==> config.mk <==
export PLATFORM = sky130hd
export DESIGN_NAME = returnAddrStack
export DESIGN_NICKNAME = d
export VERILOG_FILES = /design/src/hdl/rasCfgPkg.sv /design/src/hdl/rasOpPkg.sv /design/src/hdl/rasPredictDecode.sv /design/src/hdl/rasCommitStack.sv /design/src/hdl/rasSpecStack.sv /design/src/hdl/returnAddrStack.sv
export SDC_FILE = /design/constraint.sdc
export NUM_CORES = 2
export LEC_CHECK = 0
export BUFFER_PORTS_ARGS = -buffer_cell sky130_fd_sc_hd__clkbuf_2
export CAP_MARGIN = 20
export CORE_AREA = 2 2 402 404
export DETAILED_ROUTE_END_ITERATION = 7
export DIE_AREA = 0 0 404 406
export GPL_TIMING_DRIVEN = 0
export PLACE_DENSITY = 0.63
export SKIP_CTS_REPAIR_TIMING = 1
export SLEW_MARGIN = 10
export SYNTH_ARGS = -nofsm -noshare
export SYNTH_HDL_FRONTEND = slang
export SYNTH_HIERARCHICAL = 1
export SYNTH_SLANG_ARGS = --single-unit
==> constraint.sdc <==
create_clock -name Clk -period 10.3 [get_ports Clk]
set_clock_uncertainty 0.1 [all_clocks]
set_input_delay 1.545 -clock Clk [delete_from_list [all_inputs] [get_ports Clk]]
set_output_delay 1.545 -clock Clk [all_outputs]
set_load 0.005 [all_outputs]
==> src/hdl/rasCfgPkg.sv <==
package rasCfgPkg;

    // ******************************
    // Stack geometry
    // ******************************

    // One instruction address word
    localparam int addrW = 32;

    // Entries per stack
    localparam int stackDepth = 16;
    localparam int ptrW = 4;

    // Recursion counter per entry
    localparam int countW = 3;
    localparam logic [countW-1:0] countMax = countW'(7);

    // One entry is address over counter, counter in the low bits
    localparam int entryW = addrW + countW;

    // Whole committed image, entry 0 at the low end
    localparam int imageW = stackDepth * entryW;

endpackage

==> src/hdl/rasOpPkg.sv <==
package rasOpPkg;

    // ******************************
    // BTB branch types
    // ******************************

    localparam logic [2:0] predNone = 3'd0;
    localparam logic [2:0] predCond = 3'd1;
    localparam logic [2:0] predJump = 3'd2;

    // Only these two touch the stack
    localparam logic [2:0] predCall = 3'd3;
    localparam logic [2:0] predReturn = 3'd4;

    // ******************************
    // Pre-decode stack operations
    // ******************************

    localparam logic [1:0] ptrHold = 2'd0;
    localparam logic [1:0] ptrPop = 2'd1;
    localparam logic [1:0] ptrPush = 2'd2;

    // Return address is packet address plus offset plus one instruction
    localparam int unsigned callStep = 4;

endpackage

==> src/hdl/rasPredictDecode.sv <==
`timescale 1ns/1ps

module rasPredictDecode (
    // From BTB
    input  logic                          BtbAble,
    input  logic [2:0]                    BtbPredictType,
    input  logic [rasCfgPkg::addrW-1:0]   BtbPcDate,
    input  logic [3:0]                    BtbPcOffset,
    // Pre-decode correction
    input  logic                          UpAble,
    input  logic [1:0]                    UpPtrType,
    input  logic [rasCfgPkg::addrW-1:0]   UpAddrDate,
    // To speculative stack
    output logic                          specPush,
    output logic                          specPop,
    output logic [rasCfgPkg::addrW-1:0]   specData,
    output logic                          predValid
);

    import rasCfgPkg::*;
    import rasOpPkg::*;

    logic [addrW-1:0] callAddr;
    logic             btbCall;
    logic             btbReturn;

    // Fall-through of the call, wraps modulo 2^32
    assign callAddr = BtbPcDate + addrW'(BtbPcOffset) + addrW'(callStep);

    assign btbCall = (BtbPredictType == predCall);
    assign btbReturn = (BtbPredictType == predReturn);

    // Correction wins over the BTB in the same cycle
    always_comb begin
        specPush = 1'b0;
        specPop = 1'b0;
        specData = callAddr;
        if (UpAble) begin
            specData = UpAddrDate;
            specPush = (UpPtrType == ptrPush);
            specPop = (UpPtrType == ptrPop);
        end else if (BtbAble) begin
            specPush = btbCall;
            specPop = btbReturn;
        end
    end

    assign predValid = BtbAble;

endmodule

==> src/hdl/rasCommitStack.sv <==
`timescale 1ns/1ps

module rasCommitStack (
    input  logic                          Clk,
    input  logic                          arstN,
    // From retire
    input  logic                          UpdateInAble,
    input  logic                          UpdateCall,
    input  logic                          UpdateReturn,
    input  logic [rasCfgPkg::addrW-1:0]   UpdateInDate,
    // Committed image for reload
    output logic [rasCfgPkg::ptrW-1:0]    commitPtr,
    output logic [rasCfgPkg::imageW-1:0]  commitImage
);

    import rasCfgPkg::*;

    logic [addrW-1:0]  addrMem [stackDepth];
    logic [countW-1:0] countMem [stackDepth];
    logic [ptrW-1:0]   topPtr;
    logic [ptrW-1:0]   nextPtr;
    logic [ptrW-1:0]   prevPtr;
    logic              doPush;
    logic              doPop;
    logic              topHit;

    // Call and return together cancel out
    assign doPush = UpdateInAble & UpdateCall & ~UpdateReturn;
    assign doPop = UpdateInAble & UpdateReturn & ~UpdateCall;

    // Circular pointer, no empty or full
    assign nextPtr = topPtr + ptrW'(1);
    assign prevPtr = topPtr - ptrW'(1);

    // Same target on top with room left in its counter
    assign topHit = (addrMem[topPtr] == UpdateInDate) && (countMem[topPtr] < countMax);

    // ******************************
    // Stack update
    // ******************************

    always_ff @(posedge Clk or negedge arstN) begin
        if (!arstN) begin
            topPtr <= '0;
            for (int i = 0; i < stackDepth; i++) begin
                addrMem[i] <= '0;
                countMem[i] <= '0;
            end
        end else if (doPush) begin
            if (topHit) begin
                countMem[topPtr] <= countMem[topPtr] + countW'(1);
            end else begin
                topPtr <= nextPtr;
                addrMem[nextPtr] <= UpdateInDate;
                countMem[nextPtr] <= '0;
            end
        end else if (doPop) begin
            if (countMem[topPtr] != '0) begin
                countMem[topPtr] <= countMem[topPtr] - countW'(1);
            end else begin
                topPtr <= prevPtr;
            end
        end
    end

    // ******************************
    // Image out
    // ******************************

    assign commitPtr = topPtr;

    for (genvar g = 0; g < stackDepth; g++) begin : gFlatten
        assign commitImage[g*entryW +: entryW] = {addrMem[g], countMem[g]};
    end

endmodule

==> src/hdl/rasSpecStack.sv <==
`timescale 1ns/1ps

module rasSpecStack (
    input  logic                          Clk,
    input  logic                          arstN,
    input  logic                          RasStop,
    // From decoder
    input  logic                          specPush,
    input  logic                          specPop,
    input  logic [rasCfgPkg::addrW-1:0]   specData,
    input  logic                          predValid,
    // Redirect from retire
    input  logic                          UpdateReload,
    input  logic [rasCfgPkg::ptrW-1:0]    commitPtr,
    input  logic [rasCfgPkg::imageW-1:0]  commitImage,
    // Prediction toward FTQ
    output logic                          ToPreAble,
    output logic [rasCfgPkg::addrW-1:0]   ToPreAddr
);

    import rasCfgPkg::*;

    logic [addrW-1:0]  addrMem [stackDepth];
    logic [countW-1:0] countMem [stackDepth];
    logic [addrW-1:0]  reloadAddr [stackDepth];
    logic [countW-1:0] reloadCount [stackDepth];
    logic [ptrW-1:0]   topPtr;
    logic [ptrW-1:0]   nextPtr;
    logic [ptrW-1:0]   prevPtr;
    logic              topHit;

    // Split committed image back into entries
    for (genvar g = 0; g < stackDepth; g++) begin : gUnpack
        assign reloadAddr[g] = commitImage[g*entryW+countW +: addrW];
        assign reloadCount[g] = commitImage[g*entryW +: countW];
    end

    assign nextPtr = topPtr + ptrW'(1);
    assign prevPtr = topPtr - ptrW'(1);

    assign topHit = (addrMem[topPtr] == specData) && (countMem[topPtr] < countMax);

    // ******************************
    // Speculative stack
    // ******************************

    // Reload first, then stop, then decoder request
    always_ff @(posedge Clk or negedge arstN) begin
        if (!arstN) begin
            topPtr <= '0;
            for (int i = 0; i < stackDepth; i++) begin
                addrMem[i] <= '0;
                countMem[i] <= '0;
            end
        end else if (UpdateReload) begin
            topPtr <= commitPtr;
            for (int i = 0; i < stackDepth; i++) begin
                addrMem[i] <= reloadAddr[i];
                countMem[i] <= reloadCount[i];
            end
        end else if (!RasStop) begin
            if (specPush) begin
                if (topHit) begin
                    countMem[topPtr] <= countMem[topPtr] + countW'(1);
                end else begin
                    topPtr <= nextPtr;
                    addrMem[nextPtr] <= specData;
                    countMem[nextPtr] <= '0;
                end
            end else if (specPop) begin
                if (countMem[topPtr] != '0) begin
                    countMem[topPtr] <= countMem[topPtr] - countW'(1);
                end else begin
                    topPtr <= prevPtr;
                end
            end
        end
    end

    // ******************************
    // Prediction register
    // ******************************

    // Top as it was before this edge, so one cycle after the BTB
    always_ff @(posedge Clk or negedge arstN) begin
        if (!arstN) begin
            ToPreAble <= 1'b0;
            ToPreAddr <= '0;
        end else if (!RasStop) begin
            ToPreAble <= predValid;
            ToPreAddr <= addrMem[topPtr];
        end
    end

endmodule

==> src/hdl/returnAddrStack.sv <==
`timescale 1ns/1ps

module returnAddrStack (
    input  logic                          Clk,
    input  logic                          arstN,
    input  logic                          RasStop,
    // From BTB
    input  logic                          BtbAble,
    input  logic [2:0]                    BtbPredictType,
    input  logic [rasCfgPkg::addrW-1:0]   BtbPcDate,
    input  logic [3:0]                    BtbPcOffset,
    // Pre-decode correction
    input  logic                          UpAble,
    input  logic [1:0]                    UpPtrType,
    input  logic [rasCfgPkg::addrW-1:0]   UpAddrDate,
    // To FTQ
    output logic                          ToPreAble,
    output logic [rasCfgPkg::addrW-1:0]   ToPreAddr,
    // From retire
    input  logic                          UpdateInAble,
    input  logic                          UpdateReload,
    input  logic [rasCfgPkg::addrW-1:0]   UpdateInDate,
    input  logic                          UpdateCall,
    input  logic                          UpdateReturn
);

    import rasCfgPkg::*;

    logic              specPush;
    logic              specPop;
    logic [addrW-1:0]  specData;
    logic              predValid;
    logic [ptrW-1:0]   commitPtr;
    logic [imageW-1:0] commitImage;

    rasPredictDecode uDecode (
        .BtbAble        (BtbAble),
        .BtbPredictType (BtbPredictType),
        .BtbPcDate      (BtbPcDate),
        .BtbPcOffset    (BtbPcOffset),
        .UpAble         (UpAble),
        .UpPtrType      (UpPtrType),
        .UpAddrDate     (UpAddrDate),
        .specPush       (specPush),
        .specPop        (specPop),
        .specData       (specData),
        .predValid      (predValid)
    );

    rasCommitStack uCommit (
        .Clk          (Clk),
        .arstN        (arstN),
        .UpdateInAble (UpdateInAble),
        .UpdateCall   (UpdateCall),
        .UpdateReturn (UpdateReturn),
        .UpdateInDate (UpdateInDate),
        .commitPtr    (commitPtr),
        .commitImage  (commitImage)
    );

    rasSpecStack uSpec (
        .Clk          (Clk),
        .arstN        (arstN),
        .RasStop      (RasStop),
        .specPush     (specPush),
        .specPop      (specPop),
        .specData     (specData),
        .predValid    (predValid),
        .UpdateReload (UpdateReload),
        .commitPtr    (commitPtr),
        .commitImage  (commitImage),
        .ToPreAble    (ToPreAble),
        .ToPreAddr    (ToPreAddr)
    );

endmodule

Yosys cells after proc, flatten, opt, wreduce, memory -nomap -nowiden
Index checks and enable logic that the tools add are counted.
{ "word_totals": {"elab_cells": 193, "regBits": 1161} }
{ "classes": {"add_sub_neg": 10, "n_reduce_logical": 19, "mux": 59, "magnitude_cmp": 10, "bitwise_logic": 15, "n_eq_ne": 12} }
{ "ops": {"columns": ["cell", "count"], "rows": [
  ["512-bit 2-to-1 mux", 4],
  ["512-bit bitwise mux", 2],
  ["48-bit 2-to-1 mux", 10],
  ["32-bit binary-select mux with 4-bit select", 2],
  ["32-bit demux with 4-bit select", 2],
  ["32-bit 2-to-1 mux", 7],
  ["48-bit bitwise mux", 4],
  ["48-bit AND", 2],
  ["48-bit NOT", 2],
  ["32-bit == test", 2],
  ["3-bit demux with 4-bit select", 4],
  ["4-bit 2-to-1 mux", 10],
  ["32-bit by 3-bit adder with 32-bit output (second input constant)", 1],
  ["32-bit by 4-bit adder with 32-bit output", 1],
  ["3-bit binary-select mux with 4-bit select", 2],
  ["3-bit 2-to-1 mux", 8],
  ["5-bit >= comparator (second input constant)", 4],
  ["5-bit by 1-bit < comparator with 1-bit output (second input constant)", 4],
  ["4-bit NOT with 5-bit output", 4],
  ["3-bit nonzero test", 4],
  ["3-bit AND reduction", 3],
  ["4-bit by 1-bit adder with 4-bit output (second input constant)", 2],
  ["4-bit by 1-bit subtractor with 4-bit output (second input constant)", 2],
  ["3-bit by 1-bit adder with 3-bit output (second input constant)", 2],
  ["other kinds (16)", 37]
]} }

Depth between registers and ports, before layout
{ "logic_depth": {"ltp_word": 12, "ltp_mapped": 23, "ltp_nobuf": 18} }

By module
Netlist, hierarchy kept.
{ "modules_own_cells": {"columns": ["mod", "seq_area_each_um2", "cells_per_inst", "n_inst", "area_each_um2"], "rows": [
  ["rasSpecStack", 14939.3, 3536, 1, 33228.1],
  ["rasCommitStack", 14113.5, 1959, 1, 29143.0],
  ["rasPredictDecode", 0.0, 179, 1, 1139.8]
]} }

Least setup slack after synthesis
Ideal clock, no wire load.
{ "synth_path": {"path_kind": "input-to-reg", "start": "input BtbPcDate[1] in the netlist's numbering", "end": "register uSpec/countMem[34] in the netlist's numbering", "setup_slack_ps": 4438, "arrival_time_ps": 5637, "stages": 18, "setup_time_ps": 125, "path_cell_list": "ha_1 -> ha_1 -> inv_1 -> fa_1 -> nand2b_1 -> a21oi_1 -> nand4_1 -> xor2_1 -> o21ai_1 -> xnor2_1 -> nor4b_1 -> o22ai_1 -> or4_1 -> or3_4 -> buf_6 -> and4_4 -> o32a_1 -> mux2_2"} }
{ "synth_between": {"elab_chain_cells": 9} }
{ "synth_rtl": {"columns": ["item", "line", "source"], "rows": [
  ["from (decl)", "returnAddrStack.sv:10", "input logic [rasCfgPkg::addrW-1:0] BtbPcDate,"],
  ["32-bit by 4-bit adder with 32-bit output", "rasPredictDecode.sv:28", "assign callAddr = BtbPcDate + addrW'(BtbPcOffset) + addrW'(callStep);"],
  ["32-bit by 3-bit adder with 32-bit output", "rasPredictDecode.sv:28", null],
  ["32-bit 2-to-1 mux", "rasPredictDecode.sv:38", "if (UpAble) begin"],
  ["named net specData[31]", "returnAddrStack.sv:31", "logic [addrW-1:0] specData;"],
  ["32-bit == test", "rasSpecStack.sv:41", "assign topHit = (addrMem[topPtr] == specData) && (countMem[topPtr] < countMax);"],
  ["1-bit logical AND", "rasSpecStack.sv:41", null],
  ["48-bit 2-to-1 mux", "rasSpecStack.sv:63", "if (topHit) begin"],
  ["48-bit 2-to-1 mux", "rasSpecStack.sv:62", "if (specPush) begin"],
  ["48-bit 2-to-1 mux", "rasSpecStack.sv:61", "end else if (!RasStop) begin"],
  ["48-bit 2-to-1 mux", "rasSpecStack.sv:55", "end else if (UpdateReload) begin"],
  ["to (signal, indexed assignment)", "rasSpecStack.sv:59", "countMem[i] <= reloadCount[i];"],
  ["to (signal, indexed assignment)", "rasSpecStack.sv:64", "countMem[topPtr] <= countMem[topPtr] + countW'(1);"],
  ["to (signal, indexed assignment)", "rasSpecStack.sv:72", "countMem[topPtr] <= countMem[topPtr] - countW'(1);"],
  ["to (decl)", "rasSpecStack.sv:24", "logic [countW-1:0] countMem [stackDepth];"]
]} }
The timed path passes the listed nets, and every way through them passes these cells. The select of a mux whose other input is x is not followed.
A chain may end at the register's enable or synchronous reset.

Worst setup path after layout
{ "layout_path": {"start": "register uSpec.topPtr[3]", "end": "register uSpec/addrMem[23] in the netlist's numbering"} }
{ "layout_between": {"elab_chain_cells": 11, "elab_cells_between_ends": 24, "classes_between": "add/sub (1); order compare (3); eq/ne (2); mux (13); bitwise (2); reduce/logical (3)"} }
{ "layout_rtl": {"columns": ["item", "line", "source"], "rows": [
  ["from (decl)", "rasSpecStack.sv:27", "logic [ptrW-1:0] topPtr;"],
  ["from (signal assigned)", "rasSpecStack.sv:56", "topPtr <= commitPtr;"],
  ["from (signal assigned)", "rasSpecStack.sv:66", "topPtr <= nextPtr;"],
  ["from (signal assigned)", "rasSpecStack.sv:74", "topPtr <= prevPtr;"],
  ["4-bit by 1-bit adder with 4-bit output", "rasSpecStack.sv:38", "assign nextPtr = topPtr + ptrW'(1);"],
  ["4-bit NOT with 5-bit output (implied by the code)", "rasSpecStack.sv:67", "addrMem[nextPtr] <= specData;"],
  ["5-bit >= comparator (implied by the code) or 5-bit by 1-bit < comparator with 1-bit output (tied branches)", "rasSpecStack.sv:67", null],
  ["1-bit logical AND (implied by the code)", "rasSpecStack.sv:67", null],
  ["32-bit 2-to-1 mux (implied by the code)", "rasSpecStack.sv:67", null],
  ["32-bit demux with 4-bit select", "rasSpecStack.sv:67", null],
  ["512-bit bitwise mux", "rasSpecStack.sv:67", null],
  ["512-bit 2-to-1 mux", "rasSpecStack.sv:63", null],
  ["512-bit 2-to-1 mux", "rasSpecStack.sv:62", null],
  ["512-bit 2-to-1 mux", "rasSpecStack.sv:61", null],
  ["512-bit 2-to-1 mux", "rasSpecStack.sv:55", null],
  ["to (signal, indexed assignment)", "rasSpecStack.sv:58", "addrMem[i] <= reloadAddr[i];"],
  ["to (signal, indexed assignment)", "rasSpecStack.sv:67", null],
  ["to (decl)", "rasSpecStack.sv:23", "logic [addrW-1:0] addrMem [stackDepth];"]
]} }
Several ways; a longest one is shown, not always the timed one. The select of a mux whose other input is x is not followed.

==> flow_metrics.tcl <==
set metrics [dict create \
    netlist_top_cells_area "dfrtp_1, mux2_4, mux4_2" \
    wirelength_mm 393.9 \
    die_w_um 404 \
    drv_slew 0 \
    synthesis.area_mm2 0.06351 \
    worstReg2RegStart "uSpec/topPtr[3]" \
    nFillCells 15040 \
    worst-path-buf-inv 6 \
    gp_congestion 1.099 \
    critPathKind "flop to flop" \
    slowest_delay_ns 1.08 \
    drc_errors 0 \
    cp-startpoint "uSpec/topPtr[3]" \
    initialDrtViolationCount 11160 \
    layout-drive-gt1-share_pct 23.28 \
    ys_ff_latch 1161 \
    rows 147 \
    layout_common_cells "dfrtp_1, nand2_1, nand3_1, o211ai_1, mux2_4" \
    tightest_slew_ns 1.398 \
    avgSynthCellArea_um2 11.19 \
    crit_path_top_delay_cell "nor4_1" \
    fmax_ghz 0.1084 \
    yosys.cell_types.count 87 \
    dr.pass1.iters 7 \
    detailed_place_hpwl_mm 276.6 \
    clk_transition_reported_paths_ns 0.06 \
    antenna_found_initial 44 \
    path_cells "buf_4 > buf_6 > buf_2 > nor2b_1 > clkbuf_2 > a22oi_1 > nand2_1 > xor2_1 > nor4_1 > o2111ai_1 > o31ai_2 > or2_2 > buf_2 > buf_2 > nand3_1 > o211ai_1" \
    synth_nets 5815 \
    cts.path.max_buffers 3 \
    synth-edff-count 0 \
    r2r_slack_ns 1.08 \
    fin_crit_sh_pct 89.53 \
    vias 59640 \
    place_ws_ns 1.099 \
    crit_top_cell "buf_2" \
    cts_root_buf "clkbuf_16" \
    crit_family "buffers and inverters" \
    synth_top_area_cell "dfrtp_1" \
    postRouteAntennaNets 0 \
    startpoint_type "flop" \
    fin_cells 8265 \
    p_leak_uw 0.03143 \
    final-setup-viol-count 0 \
    final-hold-violation-count 0 \
    reg2reg_to "uSpec/addrMem[23]" \
    grt_start_max_net_pins 98 \
    power.combinational.fraction_pct 44.3 \
    routedWlPerCell_um 47.66 \
    cp.arrival_ns 9.85 \
    rsz0062_at_grt "no" \
    cts_made_buffers 141 \
    internal_power_uw 12830 \
    layout_commonest_cell "dfrtp_1" \
    cts.sinks 1161 \
    r2r_cells 16 \
    critPathCaptureType "flop" \
    synth_top_area_share_pct 45.74 \
    p_sw_share_pct 44.63 \
    period_minus_slack_ns 9.221 \
    ios 147 \
    cp.required_ns 10.93 \
    synthCells 5674 \
    relSlewSlack_pct 6.829 \
    start_util_pct 39.78 \
    ys.flop_type "dfrtp_1" \
    cap_viol_max_count 0 \
    layout.nets 6167 \
    vias_per_cell 7.216 \
    regArea_mm2 0.02905 \
    hold_class "flop to flop" \
    switchingPower_uw 10340 \
    die_height_um 406 \
    power_frac_seq_pct 33.1 \
    status "finished clean" \
    synth_warnings 6 \
    crit_end "uSpec/addrMem[23]" \
    cts_tree "yes" \
    clkPwrFrac_pct 22.6 \
    coreArea_mm2 0.1596 \
    path_depth 16 \
    vdd_drop_max_uv 192.4 \
    grt_pass1_vias 55050 \
    h-tree-depth 4 \
    multi_input_area_mm2 0.03131 \
    setup_ws_ns 1.079 \
    syn_to_final_growth_pct 14.87 \
    grt_pass1_wl_mm 514.7 \
    finalSetupTns_ns 0 \
    track_usage_pct 47.24 \
    worst-path-max-fanout 12 \
    yosysSeqAreaShare_pct 45.74 \
    p_per_area_mw_per_mm2 317.6 \
    clock_latency_ns 0.85 \
    die-area_mm2 0.1640 \
    port_buffers 128 \
    post-place-cells 7957 \
    ys_async_sr_fraction_pct 100.0 \
    grt-ovfl-total 0 \
]
-- cells in the mapped netlist, types with 18 or more instances --
master,number
a211o_1,20
a21oi_1,95
a221oi_1,29
a22oi_1,69
a31oi_1,33
and2_1,18
and3_1,58
buf_1,33
buf_2,140
buf_4,47
buf_6,63
clkbuf_1,281
dfrtp_1,1161
ha_1,26
inv_1,62
mux2_1,93
mux2_2,50
mux2_4,420
mux2i_1,189
mux4_2,208
nand2_1,759
nand3_1,524
nand4_1,26
nor2_1,176
o211ai_1,497
o21ai_0,109
o22ai_1,75
o2bb2ai_1,28
o31ai_1,19
xnor2_1,55
xor2_1,62
-- metrics by stage --
stage / area (µm²) / util [%] / hold slack, ns / power, µW
global placement: 66760 / 41.82 / 0.3579 / 16850
finish: 72960 / 45.70 / 0.3671 / 23170
floorplan: 63510 / - / 0.3654 / 12390
CTS: 72700 / 45.54 / 0.3732 / 22290
detailed placement: 67950 / 42.56 / 0.3599 / 17070
global route: 72850 / 45.63 / 0.4052 / 23330
-- power by group through the flow --
stage               clock (µW)  combinational, µW  sequential [µW]
finish                    5250              10300             7660
floorplan                    0               5460             6930
CTS                       5240               9480             7570
detailed placement           0               9450             7620
global placement             0               9230             7620
global route              5420              10200             7760
-- cell type report --
cell class	count	area share, %
multi-input cells	3883	42.91
flip-flops and latches	1161	39.82
clock buffers	208	5.732
plain buffers	564	4.085
well taps	2086	3.578
repair buffers	209	2.567
clock inverters	38	0.7906
inverters	66	0.3396
diodes	50	0.1715
-- worst min-delay path: cells and delay by family (launching register included) --
family | cells | cell delay (ns)
simple gates | 2 | 0.09
flops | 1 | 0.34
-- registers in the layout (all words and copies together) (netlist names) --
signal               flops
uSpec/countMem          48
uSpec/addrMem          512
uSpec/ToPreAble          1
uSpec/ToPreAddr         32
uCommit/commitImage    560
uCommit/commitPtr        4
uSpec/topPtr             4
-- worst min path at each step --
stage	start	end	cells past startpoint
floorplan	uSpec/ToPreAddr[0]	uSpec/ToPreAddr[0]	2
global placement	uSpec/ToPreAddr[1]	uSpec/ToPreAddr[1]	2
detailed placement	uSpec/ToPreAddr[1]	uSpec/ToPreAddr[1]	2
CTS	uSpec/ToPreAddr[1]	uSpec/ToPreAddr[1]	2
global route	uSpec/ToPreAddr[1]	uSpec/ToPreAddr[1]	2
finish	uSpec/ToPreAddr[1]	uSpec/ToPreAddr[1]	2
-- per-layer routing --
| metal | wire [µm] | up-vias | track usage (%) |
|---|---|---|---|
| met5 | 792 | - | 2.736 |
| met4 | 36090 | 29 | 34.52 |
| li1 | - | 21660 | - |
| met2 | 153500 | 5959 | 63.24 |
| met3 | 62660 | 1736 | 23.81 |
| met1 | 140900 | 30260 | 57.69 |
-- kinds of logic (layout without fill, tap and decap cells) --
| family | after synthesis | count (layout) | share of synthesized area [%] |
|---|---|---|---|
| AO/OA/AOI/OAI | 1096 | 1096 | 12.28 |
| XOR/XNOR | 117 | 117 | 1.613 |
| adder cells (fa/ha/maj) | 27 | 27 | 0.5437 |
| buffers and inverters | 630 | 1085 | 5.022 |
| flip-flops | 1161 | 1161 | 45.74 |
| multiplexers | 961 | 961 | 22.85 |
| other | 0 | 50 | 0 |
| AND/OR/NAND/NOR | 1682 | 1682 | 11.94 |
No activity file was read; power rests on OpenSTA's default activity.
